==> src/bridge_map_pkg.sv <==
// --------------------------------------------------
// Address map and bus widths of the external slave
// bridge, shared by the RTL and the testbench
// --------------------------------------------------

package bridge_map_pkg;

  // External slave ports behind the bridge
  localparam int unsigned NumPorts = 4;

  // Request and response bus widths
  localparam int unsigned AddrWidth = 32;
  localparam int unsigned DataWidth = 32;
  localparam int unsigned IdWidth   = 4;

  // Port select sits just above the 4 KiB window of each port
  localparam int unsigned PortSelLsb  = 12;
  localparam int unsigned PortSelBits = 2;

  // Bits 31:14 of a mapped address, port p at 0x1000_0000 + p * 0x1000
  localparam logic [AddrWidth-1-PortSelLsb-PortSelBits:0] MapTag = 18'h04000;

  // Outstanding requests allowed per port
  localparam int unsigned MaxPending   = 4;
  localparam int unsigned PendCntWidth = $clog2(MaxPending + 1);

endpackage

==> src/bridge_txn_pkg.sv <==
// --------------------------------------------------
// Opcode, response code and isolation state
// encodings of the external slave bridge
// --------------------------------------------------

package bridge_txn_pkg;

  typedef enum logic {
    OP_READ  = 1'b0,
    OP_WRITE = 1'b1
  } op_e;

  // Same values as the AXI BRESP/RRESP field
  typedef enum logic [1:0] {
    RESP_OKAY   = 2'b00,
    RESP_SLVERR = 2'b10,
    RESP_DECERR = 2'b11
  } resp_e;

  typedef enum logic [1:0] {
    ISO_RUN      = 2'b00,
    ISO_DRAIN    = 2'b01,
    ISO_ISOLATED = 2'b10
  } iso_state_e;

endpackage

==> src/ext_port_bridge.sv <==
// --------------------------------------------------
// External slave bridge: router, one isolation stage
// per slave port and the response arbiter
// --------------------------------------------------

`timescale 1ns/1ns

module ext_port_bridge
  import bridge_map_pkg::*;
  import bridge_txn_pkg::*;
(
  input  logic                               clk_i,
  input  logic                               rst_i,
  // Host request
  input  logic                               req_valid_i,
  input  op_e                                req_op_i,
  input  logic [IdWidth-1:0]                 req_id_i,
  input  logic [AddrWidth-1:0]               req_addr_i,
  input  logic [DataWidth-1:0]               req_wdata_i,
  output logic                               req_ready_o,
  // Host response
  output logic                               rsp_valid_o,
  output logic [IdWidth-1:0]                 rsp_id_o,
  output resp_e                              rsp_resp_o,
  output logic [DataWidth-1:0]               rsp_rdata_o,
  input  logic                               rsp_ready_i,
  // Slave requests, payload shared by all ports
  output logic [NumPorts-1:0]                slv_req_valid_o,
  output op_e                                slv_req_op_o,
  output logic [IdWidth-1:0]                 slv_req_id_o,
  output logic [AddrWidth-1:0]               slv_req_addr_o,
  output logic [DataWidth-1:0]               slv_req_wdata_o,
  input  logic [NumPorts-1:0]                slv_req_ready_i,
  // Slave responses
  input  logic [NumPorts-1:0]                slv_rsp_valid_i,
  input  logic [NumPorts-1:0][IdWidth-1:0]   slv_rsp_id_i,
  input  resp_e [NumPorts-1:0]               slv_rsp_resp_i,
  input  logic [NumPorts-1:0][DataWidth-1:0] slv_rsp_rdata_i,
  output logic [NumPorts-1:0]                slv_rsp_ready_o,
  // Isolation control
  input  logic [NumPorts-1:0]                slv_isolate_i,
  output logic [NumPorts-1:0]                slv_isolated_o
);

  logic [NumPorts-1:0]                port_req_valid;
  logic [NumPorts-1:0]                port_req_ready;
  logic [NumPorts-1:0]                port_rsp_valid;
  logic [NumPorts-1:0][IdWidth-1:0]   port_rsp_id;
  resp_e [NumPorts-1:0]               port_rsp_resp;
  logic [NumPorts-1:0][DataWidth-1:0] port_rsp_rdata;
  logic [NumPorts-1:0]                port_rsp_ready;
  logic                               dec_rsp_valid;
  logic [IdWidth-1:0]                 dec_rsp_id;
  logic                               dec_rsp_ready;

  assign slv_req_op_o    = req_op_i;
  assign slv_req_id_o    = req_id_i;
  assign slv_req_addr_o  = req_addr_i;
  assign slv_req_wdata_o = req_wdata_i;

  ext_port_router i_router (
    .clk_i            ( clk_i          ),
    .rst_i            ( rst_i          ),
    .req_valid_i      ( req_valid_i    ),
    .req_op_i         ( req_op_i       ),
    .req_id_i         ( req_id_i       ),
    .req_addr_i       ( req_addr_i     ),
    .req_wdata_i      ( req_wdata_i    ),
    .req_ready_o      ( req_ready_o    ),
    .port_req_valid_o ( port_req_valid ),
    .port_req_ready_i ( port_req_ready ),
    .dec_rsp_valid_o  ( dec_rsp_valid  ),
    .dec_rsp_id_o     ( dec_rsp_id     ),
    .dec_rsp_ready_i  ( dec_rsp_ready  )
  );

  for (genvar p = 0; p < NumPorts; p++) begin : gen_port_isolate
    ext_port_isolate i_port_isolate (
      .clk_i           ( clk_i              ),
      .rst_i           ( rst_i              ),
      .in_req_valid_i  ( port_req_valid[p]  ),
      .in_req_op_i     ( req_op_i           ),
      .in_req_id_i     ( req_id_i           ),
      .in_req_ready_o  ( port_req_ready[p]  ),
      .slv_req_valid_o ( slv_req_valid_o[p] ),
      .slv_req_ready_i ( slv_req_ready_i[p] ),
      .slv_rsp_valid_i ( slv_rsp_valid_i[p] ),
      .slv_rsp_id_i    ( slv_rsp_id_i[p]    ),
      .slv_rsp_resp_i  ( slv_rsp_resp_i[p]  ),
      .slv_rsp_rdata_i ( slv_rsp_rdata_i[p] ),
      .slv_rsp_ready_o ( slv_rsp_ready_o[p] ),
      .out_rsp_valid_o ( port_rsp_valid[p]  ),
      .out_rsp_id_o    ( port_rsp_id[p]     ),
      .out_rsp_resp_o  ( port_rsp_resp[p]   ),
      .out_rsp_rdata_o ( port_rsp_rdata[p]  ),
      .out_rsp_ready_i ( port_rsp_ready[p]  ),
      .isolate_i       ( slv_isolate_i[p]   ),
      .isolated_o      ( slv_isolated_o[p]  )
    );
  end

  ext_rsp_arbiter i_rsp_arbiter (
    .clk_i            ( clk_i          ),
    .rst_i            ( rst_i          ),
    .port_rsp_valid_i ( port_rsp_valid ),
    .port_rsp_id_i    ( port_rsp_id    ),
    .port_rsp_resp_i  ( port_rsp_resp  ),
    .port_rsp_rdata_i ( port_rsp_rdata ),
    .port_rsp_ready_o ( port_rsp_ready ),
    .dec_rsp_valid_i  ( dec_rsp_valid  ),
    .dec_rsp_id_i     ( dec_rsp_id     ),
    .dec_rsp_ready_o  ( dec_rsp_ready  ),
    .rsp_valid_o      ( rsp_valid_o    ),
    .rsp_id_o         ( rsp_id_o       ),
    .rsp_resp_o       ( rsp_resp_o     ),
    .rsp_rdata_o      ( rsp_rdata_o    ),
    .rsp_ready_i      ( rsp_ready_i    )
  );

endmodule

==> src/ext_port_isolate.sv <==
// --------------------------------------------------
// Isolation stage of one external slave port: counts
// pending requests, drains on isolate and answers
// requests locally with SLVERR once isolated
// --------------------------------------------------

`timescale 1ns/1ns

module ext_port_isolate
  import bridge_map_pkg::*;
  import bridge_txn_pkg::*;
(
  input  logic                 clk_i,
  input  logic                 rst_i,
  // From the router
  input  logic                 in_req_valid_i,
  input  op_e                  in_req_op_i,
  input  logic [IdWidth-1:0]   in_req_id_i,
  output logic                 in_req_ready_o,
  // Toward the external slave
  output logic                 slv_req_valid_o,
  input  logic                 slv_req_ready_i,
  // From the external slave
  input  logic                 slv_rsp_valid_i,
  input  logic [IdWidth-1:0]   slv_rsp_id_i,
  input  resp_e                slv_rsp_resp_i,
  input  logic [DataWidth-1:0] slv_rsp_rdata_i,
  output logic                 slv_rsp_ready_o,
  // Toward the arbiter
  output logic                 out_rsp_valid_o,
  output logic [IdWidth-1:0]   out_rsp_id_o,
  output resp_e                out_rsp_resp_o,
  output logic [DataWidth-1:0] out_rsp_rdata_o,
  input  logic                 out_rsp_ready_i,
  // Isolation control
  input  logic                 isolate_i,
  output logic                 isolated_o
);

  iso_state_e              state_q, state_d;
  logic [PendCntWidth-1:0] pend_q;
  logic                    has_room;
  logic                    req_fire;
  logic                    rsp_fire;
  logic                    term_accept;
  logic                    term_valid_q;
  logic [IdWidth-1:0]      term_id_q;

  assign has_room = (pend_q != PendCntWidth'(MaxPending));
  assign req_fire = slv_req_valid_o && slv_req_ready_i;
  assign rsp_fire = slv_rsp_valid_i && slv_rsp_ready_o;

  always_comb begin
    slv_req_valid_o = 1'b0;
    in_req_ready_o  = 1'b0;
    term_accept     = 1'b0;
    unique case (state_q)
      ISO_RUN: begin
        slv_req_valid_o = in_req_valid_i && has_room;
        in_req_ready_o  = slv_req_ready_i && has_room;
      end
      ISO_ISOLATED: begin
        in_req_ready_o = !term_valid_q;
        term_accept    = in_req_valid_i && !term_valid_q;
      end
      default: begin
        // Drain stalls every new request
        in_req_ready_o = 1'b0;
      end
    endcase
  end

  always_comb begin
    state_d = state_q;
    unique case (state_q)
      ISO_RUN: begin
        // Let a stalled request finish its handshake first
        if (isolate_i && !(slv_req_valid_o && !slv_req_ready_i)) begin
          state_d = ISO_DRAIN;
        end
      end
      ISO_DRAIN: begin
        if (!isolate_i) begin
          state_d = ISO_RUN;
        end else if (pend_q == '0) begin
          state_d = ISO_ISOLATED;
        end
      end
      ISO_ISOLATED: begin
        if (!isolate_i) begin
          state_d = ISO_RUN;
        end
      end
      default: state_d = ISO_RUN;
    endcase
  end

  always_ff @(posedge clk_i) begin
    if (rst_i) begin
      state_q      <= ISO_RUN;
      pend_q       <= '0;
      term_valid_q <= 1'b0;
    end else begin
      state_q <= state_d;
      if (req_fire && !rsp_fire) begin
        pend_q <= pend_q + PendCntWidth'(1);
      end else if (!req_fire && rsp_fire) begin
        pend_q <= pend_q - PendCntWidth'(1);
      end
      if (term_accept) begin
        term_valid_q <= 1'b1;
      end else if (out_rsp_ready_i) begin
        term_valid_q <= 1'b0;
      end
    end
  end

  always_ff @(posedge clk_i) begin
    if (term_accept) begin
      term_id_q <= in_req_id_i;
    end
  end

  // Terminated answer goes first, the slave waits behind it
  assign out_rsp_valid_o = term_valid_q || slv_rsp_valid_i;
  assign out_rsp_id_o    = term_valid_q ? term_id_q : slv_rsp_id_i;
  assign out_rsp_resp_o  = term_valid_q ? RESP_SLVERR : slv_rsp_resp_i;
  assign out_rsp_rdata_o = term_valid_q ? '0 : slv_rsp_rdata_i;
  assign slv_rsp_ready_o = out_rsp_ready_i && !term_valid_q;

  assign isolated_o = (state_q == ISO_ISOLATED);

endmodule

==> src/ext_port_router.sv <==
// --------------------------------------------------
// Request router: decodes the address to one of the
// external ports, answers unmapped accesses with a
// decode error through a one-entry register
// --------------------------------------------------

`timescale 1ns/1ns

module ext_port_router
  import bridge_map_pkg::*;
  import bridge_txn_pkg::*;
(
  input  logic                 clk_i,
  input  logic                 rst_i,
  // Host request
  input  logic                 req_valid_i,
  input  op_e                  req_op_i,
  input  logic [IdWidth-1:0]   req_id_i,
  input  logic [AddrWidth-1:0] req_addr_i,
  input  logic [DataWidth-1:0] req_wdata_i,
  output logic                 req_ready_o,
  // Toward the isolation stages
  output logic [NumPorts-1:0]  port_req_valid_o,
  input  logic [NumPorts-1:0]  port_req_ready_i,
  // Decode error toward the arbiter
  output logic                 dec_rsp_valid_o,
  output logic [IdWidth-1:0]   dec_rsp_id_o,
  input  logic                 dec_rsp_ready_i
);

  logic                   tag_hit;
  logic [PortSelBits-1:0] port_sel;
  logic                   dec_accept;

  assign tag_hit  = (req_addr_i[AddrWidth-1:PortSelLsb+PortSelBits] == MapTag);
  assign port_sel = req_addr_i[PortSelLsb +: PortSelBits];

  // One-hot valid, only the addressed port sees the request
  always_comb begin
    port_req_valid_o           = '0;
    port_req_valid_o[port_sel] = req_valid_i && tag_hit;
  end

  assign req_ready_o = tag_hit ? port_req_ready_i[port_sel] : !dec_rsp_valid_o;
  assign dec_accept  = req_valid_i && !tag_hit && !dec_rsp_valid_o;

  always_ff @(posedge clk_i) begin
    if (rst_i) begin
      dec_rsp_valid_o <= 1'b0;
    end else if (dec_accept) begin
      dec_rsp_valid_o <= 1'b1;
    end else if (dec_rsp_ready_i) begin
      dec_rsp_valid_o <= 1'b0;
    end
  end

  always_ff @(posedge clk_i) begin
    if (dec_accept) begin
      dec_rsp_id_o <= req_id_i;
    end
  end

endmodule

==> src/ext_rsp_arbiter.sv <==
// --------------------------------------------------
// Response arbiter: round-robin over the port
// responses and the decode error, one output register
// --------------------------------------------------

`timescale 1ns/1ns

module ext_rsp_arbiter
  import bridge_map_pkg::*;
  import bridge_txn_pkg::*;
(
  input  logic                               clk_i,
  input  logic                               rst_i,
  // From the isolation stages
  input  logic [NumPorts-1:0]                port_rsp_valid_i,
  input  logic [NumPorts-1:0][IdWidth-1:0]   port_rsp_id_i,
  input  resp_e [NumPorts-1:0]               port_rsp_resp_i,
  input  logic [NumPorts-1:0][DataWidth-1:0] port_rsp_rdata_i,
  output logic [NumPorts-1:0]                port_rsp_ready_o,
  // Decode error from the router
  input  logic                               dec_rsp_valid_i,
  input  logic [IdWidth-1:0]                 dec_rsp_id_i,
  output logic                               dec_rsp_ready_o,
  // Toward the host
  output logic                               rsp_valid_o,
  output logic [IdWidth-1:0]                 rsp_id_o,
  output resp_e                              rsp_resp_o,
  output logic [DataWidth-1:0]               rsp_rdata_o,
  input  logic                               rsp_ready_i
);

  // Source NumPorts is the decode error
  logic [NumPorts:0]                src_valid;
  logic [NumPorts:0][IdWidth-1:0]   src_id;
  logic [NumPorts:0][1:0]           src_resp;
  logic [NumPorts:0][DataWidth-1:0] src_rdata;

  logic [$clog2(NumPorts+1)-1:0] ptr_q;
  logic [$clog2(NumPorts+1)-1:0] gnt_idx;
  logic                          gnt_valid;
  logic                          load_en;

  assign src_valid = {dec_rsp_valid_i, port_rsp_valid_i};
  assign src_id    = {dec_rsp_id_i, port_rsp_id_i};
  assign src_resp  = {RESP_DECERR, port_rsp_resp_i};
  assign src_rdata = {{DataWidth{1'b0}}, port_rsp_rdata_i};

  // Output register empty or draining this cycle
  assign load_en = !rsp_valid_o || rsp_ready_i;

  always_comb begin
    int unsigned idx;
    gnt_valid = 1'b0;
    gnt_idx   = ptr_q;
    for (int unsigned k = 0; k <= NumPorts; k++) begin
      idx = (ptr_q + k) % (NumPorts + 1);
      if (load_en && !gnt_valid && src_valid[idx]) begin
        gnt_valid = 1'b1;
        gnt_idx   = idx[$clog2(NumPorts+1)-1:0];
      end
    end
  end

  always_comb begin
    port_rsp_ready_o = '0;
    for (int unsigned p = 0; p < NumPorts; p++) begin
      port_rsp_ready_o[p] = gnt_valid && (gnt_idx == p);
    end
  end

  assign dec_rsp_ready_o = gnt_valid && (gnt_idx == NumPorts);

  always_ff @(posedge clk_i) begin
    if (rst_i) begin
      rsp_valid_o <= 1'b0;
      ptr_q       <= '0;
    end else begin
      if (load_en) begin
        rsp_valid_o <= gnt_valid;
      end
      // Winner drops to lowest priority
      if (gnt_valid) begin
        ptr_q <= (gnt_idx == NumPorts) ? '0 : gnt_idx + 1'b1;
      end
    end
  end

  always_ff @(posedge clk_i) begin
    if (gnt_valid) begin
      rsp_id_o    <= src_id[gnt_idx];
      rsp_resp_o  <= resp_e'(src_resp[gnt_idx]);
      rsp_rdata_o <= src_rdata[gnt_idx];
    end
  end

endmodule

==> config.mk <==
export PLATFORM = sky130hd
export DESIGN_NAME = ext_port_bridge
export DESIGN_NICKNAME = d
export VERILOG_FILES = /design/src/bridge_map_pkg.sv /design/src/bridge_txn_pkg.sv /design/src/ext_port_bridge.sv /design/src/ext_port_isolate.sv /design/src/ext_port_router.sv /design/src/ext_rsp_arbiter.sv
export SDC_FILE = /design/constraint.sdc
export NUM_CORES = 1
export LEC_CHECK = 0
export BUFFER_PORTS_ARGS = -buffer_cell sky130_fd_sc_hd__buf_2
export CORE_ASPECT_RATIO = 0.7
export CORE_MARGIN = 5
export CORE_UTILIZATION = 44
export CTS_CLUSTER_SIZE = 14
export DETAILED_ROUTE_END_ITERATION = 10
export PLACE_DENSITY = 0.79
export SETUP_SLACK_MARGIN = 0.3
export SLEW_MARGIN = 20
export SYNTH_ARGS = -nofsm -noshare
export SYNTH_HDL_FRONTEND = slang
export SYNTH_SLANG_ARGS = --single-unit
==> constraint.sdc <==
create_clock -name clk_i -period 6.45 [get_ports clk_i]
set_clock_uncertainty 0.05 [all_clocks]
set_input_delay 0.3225 -clock clk_i [delete_from_list [all_inputs] [get_ports clk_i]]
set_output_delay 0.3225 -clock clk_i [all_outputs]
set_load 0.1 [all_outputs]
======== Word level (Yosys, flattened, before mapping) ========
Cells that the tools add are included.
storage, ports and cells
  flip-flop bits (word level) ............. 87
  input port bits ......................... 237
  word-level logic and storage cells ...... 285
cells by class
  add/subtract/negate cells ............... 13
  div/mod/pow operators ................... 5
  order comparisons ....................... 8
  equal/unequal tests ..................... 29
  muxes and demuxes ....................... 94
  bitwise operators ....................... 1
  reductions and logical operators ........ 112
operator list
  kind                   number
  $lt 32x4->1 const B    5
  $mux 32                5
  $mod 32x3->32 const B  4
  $bmux 32 s3            1
  $logic_and 1x1->1      58
  $mux 2                 21
  $mux 3                 14
  $mod 3x3->32 const B   1
  $mux 1                 31
  $logic_not 1->1        27
  $pmux 2 s3             4
  $mux 4                 5
  $eq 18x15->1 const B   1
  $reduce_bool 2->1      9
  $add 3x1->3 const B    5
  $bmux 1 s3             5
  $logic_not 3->1        5
  $bmux 4 s3             1
  $ne 3x2->1 const B     4
  $ne 3x3->1 const B     4
  $reduce_and 3->1       4
  $sub 3x1->3 const B    4
  $add 3x2->4 const B    2
  $eq 2x1->1 const B     4
  18 further kinds       38

======== Longest topological paths before layout ========
  depth after elaboration ................. 28
  gate-level depth with buffers ........... 35
  depth with buffers taken out ............ 31

======== By module ========
From an unflattened synthesis, not the netlist that was laid out.
second synthesis, totals
  cell total of the unflattened synthesis .. 878
  area total of the unflattened synthesis .. 8221.6 µm²
by module, submodules not included
  module            instances  cells each  area each (µm²)  seq. area each (µm²)
  ext_rsp_arbiter   1          446         4419.2           1221.2
  ext_port_isolate  4          85          742.0            240.2
  ext_port_bridge   1          69          518.0            0.0
  ext_port_router   1          23          316.6            140.1

======== Worst setup path before layout ========
Ideal clock, no wire load.
  path kind ............................... reg2reg
  from .................................... register i_rsp_arbiter.ptr_q[0]
  to ...................................... register gen_port_isolate[3].i_port_isolate.pend_q[2]
  arrival ................................. 6.586 ns
  required time ........................... 6.330 ns
  path slack .............................. -0.256 ns
  cell stages (with the launch flop) ...... 32
  path buffers ............................ 5
  period minus slack after synthesis ...... 6.706 ns
  cell sequence ........................... dfxtp_1 -> buf_4 -> buf_6 -> buf_2 -> buf_1 -> inv_1 -> ha_1 -> buf_2 -> inv_1 -> ha_1 -> or3_4 -> a21o_1 -> and2_1 -> inv_1 -> ha_1 -> nand2b_1 -> nand3_2 -> o2bb2ai_2 -> nor3_1 -> o32ai_1 -> o211ai_1 -> nor3_1 -> inv_2 -> nand3b_1 -> nor2_1 -> nand2_1 -> ha_1 -> inv_1 -> fa_1 -> xor2_1 -> or3_1 -> a21oi_1
between the ends
  elaborated cells between the ends (all ways) .. 51
  those cells by class .................... 4 x add/sub; 5 x div; 1 x eq/ne; 21 x mux; 20 x reduce/logical
RTL lines
  element                                                       line                     text
  start, declared                                               ext_rsp_arbiter.sv:38    logic [$clog2(NumPorts+1)-1:0] ptr_q;
  start signal, assigned                                        ext_rsp_arbiter.sv:83    ptr_q <= (gnt_idx == NumPorts) ? '0 : gnt_idx + 1'b1;
  branches (longest 20 deep; another with $mod 32x3->32)        n/a
  $mux 1 *                                                      ext_rsp_arbiter.sv:57    if (load_en && !gnt_valid && src_valid[idx]) begin
  named net i_rsp_arbiter.gnt_valid                             ext_rsp_arbiter.sv:40    logic gnt_valid;
  $logic_and 1x1->1 *                                           ext_rsp_arbiter.sv:67    port_rsp_ready_o[p] = gnt_valid && (gnt_idx == p);
  $logic_and 1x1->1 *                                           ext_port_isolate.sv:129  assign slv_rsp_ready_o = out_rsp_ready_i && !term_valid_q;
  named net gen_port_isolate[3].i_port_isolate.slv_rsp_ready_o  ext_port_isolate.sv:28   output logic slv_rsp_ready_o,
  $logic_and 1x1->1 *                                           ext_port_isolate.sv:51   assign rsp_fire = slv_rsp_valid_i && slv_rsp_ready_o;
  $logic_not 1->1                                               ext_port_isolate.sv:105  if (req_fire && !rsp_fire) begin
  $logic_and 1x1->1                                             ext_port_isolate.sv:105
  $mux 3 / $reduce_bool 2->1 (equally long branches)            n/a
  end signal, assigned                                          ext_port_isolate.sv:106  pend_q <= pend_q + PendCntWidth'(1);
  end signal, assigned                                          ext_port_isolate.sv:108  pend_q <= pend_q - PendCntWidth'(1);
  end, declared                                                 ext_port_isolate.sv:41   logic [PendCntWidth-1:0] pend_q;
Mark *: on every way through the listed nets, which the timed path passes. The select of a mux whose other input is x is not followed.
A chain may end at the register's enable or synchronous reset.

======== Final worst setup path ========
  from .................................... register i_rsp_arbiter.ptr_q[0]
  to ...................................... register gen_port_isolate[1].i_port_isolate.pend_q[2]
between the ends
  word-level cells in the longest chain between the ends .. 28
  elaborated cells between the ends (all ways) .. 51
  those cells by class .................... 4 x add/sub; 5 x div; 1 x eq/ne; 21 x mux; 20 x reduce/logical
ends and longest elaborated chain
  element                                                 line
  branches (longest 22 deep; another with $mod 32x3->32)  n/a
  $logic_and 1x1->1 *                                     ext_rsp_arbiter.sv:67
  $logic_and 1x1->1 *                                     ext_port_isolate.sv:129
  $logic_and 1x1->1 *                                     ext_port_isolate.sv:51
  $logic_not 1->1                                         ext_port_isolate.sv:105
  $logic_and 1x1->1                                       ext_port_isolate.sv:105
  $mux 3 / $reduce_bool 2->1 (equally long branches)      n/a
  end signal, assigned                                    ext_port_isolate.sv:106
  end signal, assigned                                    ext_port_isolate.sv:108
  end, declared                                           ext_port_isolate.sv:41
Every way passes the cells marked *. The select of a mux whose other input is x is not followed.

==> flow_summary.ini <==
[yosys]
synth_nets = 1094
synthArstFlopShare_pct = 0
yosysMostFrequentCell = buf_4
synth_top_area_share_pct = 22.27
avgSynthCellArea_um2 = 9.435
yosys.cell_types.count = 91
seq_area_frac_synth_pct = 29.69
ys_top_cells_by_count = buf_4, edfxtp_1, nor2_1
ys_seq_elements = 87
synth_enable_flop_cells = 58
ys_top_cells_by_area = edfxtp_1, buf_4, dfxtp_1
synth_area_um2 = 7821
synth_flop_cell = edfxtp_1
syn-instance-count = 829
synth.largest_area_cell = edfxtp_1
ys_warn_count = 0

[final_layout]
n_antenna_cell = 0
final_area_um2 = 9290
area_growth_pct = 18.78
fin_nets = 1269
drive_gt1_share_pct = 42.72

[global_routing]
first_global_vias = 6932
grt.overflow.total = 0
grt_pass1_wl_um = 37290
grt_max_degree = 52
antenna_found_initial = 1
grt_usage_pct = 22.35

[cts]
cts.path.max_buffers = 2
cts_tree = built
cts_buffers = 9
clock-sinks = 87
cts_hold_buf = 0
clk_pin_slew_ps = 80
clkLatencyLatePin_ps = 340
cts_root_buf = clkbuf_16
htreeDepth = 3

[detailed_routing]
drt-pass1-iter-count = 5
vias = 7425
antenna_left = 0
postRouteWirelength_um = 24730
drt_iter0_markers = 670
drc = 0
routedWlPerCell_um = 19.95
avgViaCountPerCell = 5.988

[floorplan]
dieArea_um2 = 20580
die_h_um = 121.5
start_util_pct = 45.17
die_w_um = 169.4
rows = 40
io_pins = 358
coreArea_um2 = 17320

[placement]
dp_hpwl_um = 19080
dp_slack_ps = 304.5
port_buffers = 267
gp_congestion = 0.9095
dpl_cell_area_um2 = 8797

[timing]
setup_ws_ps = 537.2
setup_viol = 0
rsz0062_at_grt = no
finalCriticalPeriod_ps = 5913
fin_crit_sh_pct = 91.67
slew_headroom_pct = 27.14
tns_ps = 0
final_max_slew_viol_count = 0
hold_viol = 0
clock.fmax_ghz = 0.1691
worstMarginPinSlew_ps = 1084

[worst_setup_path]
crit_path_end_kind = flip-flop
cp_max_fo = 11
required_ps = 6670
cp.arrival_ps = 6140
path_delay_family = simple AND/OR/NAND/NOR gates
crit_path_max_incr_delay_ps = 430
crit_buf_inv = 7
crit_path_top_delay_cell = or4_1
worstSetupStartpointType = flip-flop
criticalPathCategory = reg2reg

[status]
status = finished, final reports clean

[worst_hold_path]
hold_class = in2reg

[flow_run]
maxCapViolCount = 0
==> cells in the final DEF, fill, tap and decap left out, drive strengths merged, types with 5 or more instances in the layout <==
cell      n
or2       9
o21ai    26
xor2     10
nand2b   18
dfxtp    29
a31oi     5
xnor2     7
a21oi    37
or3      10
clkbuf    9
nand3    18
nor3b    10
o32ai     8
a21o      5
and2      8
ha       24
nor2b    22
inv      29
nand3b    6
nor4      6
o211ai    5
mux2i    16
nor3     58
and3b     5
edfxtp   58
buf     302
o31ai     9
o21a      6
a211oi   22
a221oi   66
nor2     57
nand2    33
o311ai    7
==> worst register-to-register path: cells and delay by family (launching register included) <==
kind	cells	cell delay, ps
and+or+nand+nor	10	2100
buffers and inverters	7	760
adders and majority gates	6	1350
xor gates and xnor gates	1	160
DFF	1	330
AOI/OAI and AO/OA	5	1080
==> metrics by stage <==
stage / std cells / hold slack (ps) / util (%)
2_1_floorplan: 829 / 371.4 / -
3_3_place_gp: 1210 / 431.0 / 50.80
3_5_place_dp: 1210 / 443.2 / 50.80
4_1_cts: 1226 / 166.3 / 52.62
5_1_grt: 1240 / 183.0 / 53.65
6_report: 1240 / 169.2 / 53.65
==> state kept, by name (all words and copies together), names as in the netlist <==
signal and flops:
i_rsp_arbiter.rsp_rdata_o 32, i_rsp_arbiter.rsp_valid_o 1, gen_port_isolate.i_port_isolate.term_valid_q 4, i_router.dec_rsp_id_o 4, i_rsp_arbiter.ptr_q 3, i_rsp_arbiter.rsp_id_o 4
i_router.dec_rsp_valid_o 1, i_rsp_arbiter.rsp_resp_o 2, gen_port_isolate.i_port_isolate.term_id_q 16, gen_port_isolate.i_port_isolate.state_q 8, gen_port_isolate.i_port_isolate.pend_q 12
==> cell families (layout without fill, tap and decap cells) <==
family / count (synthesis) / count (layout) / share of synthesized area (%)
xor+xnor: 17 / 17 / 2.000
fa+ha+maj: 28 / 28 / 4.863
mux: 21 / 21 / 3.151
compound gates: 233 / 233 / 25.88
flops: 87 / 87 / 29.69
simple gates: 280 / 280 / 21.42
buf+inv: 163 / 343 / 12.99
==> layer usage <==
metal / up-vias / wire [um] / track usage (%)
met1: 3511 / 10530 / 30.90
met4: 2 / 371 / 4.475
met2: 426 / 11360 / 35.50
met3: 40 / 2463 / 5.936
met5: - / 11 / 0
li1: 3446 / - / -
==> path summary, 6_finish.rpt <==
path,from,endpoint,slack (ps),cells past startpoint
max,i_rsp_arbiter.ptr_q[0],gen_port_isolate[1].i_port_isolate.pend_q[2],540,29
min,req_id_i[0],gen_port_isolate[1].i_port_isolate.term_id_q[0],170,1
max reg2reg,i_rsp_arbiter.ptr_q[0],gen_port_isolate[1].i_port_isolate.pend_q[2],540,29
min reg2reg,gen_port_isolate[3].i_port_isolate.pend_q[2],gen_port_isolate[3].i_port_isolate.pend_q[2],460,2
==> final cells by class <==
| cell class | instances | area, um2 |
|---|---|---|
| repair buffers | 302 | 1622 |
| clock inverters | 7 | 86.33 |
| flip-flops and latches | 87 | 2322 |
| fillers | 1590 | 8026 |
| well taps | 231 | 289.0 |
| clock buffers | 9 | 225.2 |
| multi-input cells | 579 | 4652 |
| inverters | 25 | 93.84 |
==> repair_timing <==
action                                  in CTS  in global routing
endpoints found under the setup margin       1                  7
resized for setup                            1                 16
setup buffers                                0                 14
cloned                                       0                  0
endpoints found under the hold margin        0                  0
pin swaps                                    0                 13
Power is left out: the tool's default activity adds up to more than one toggle a clock period on the data nets, which glitch-free logic cannot reach.
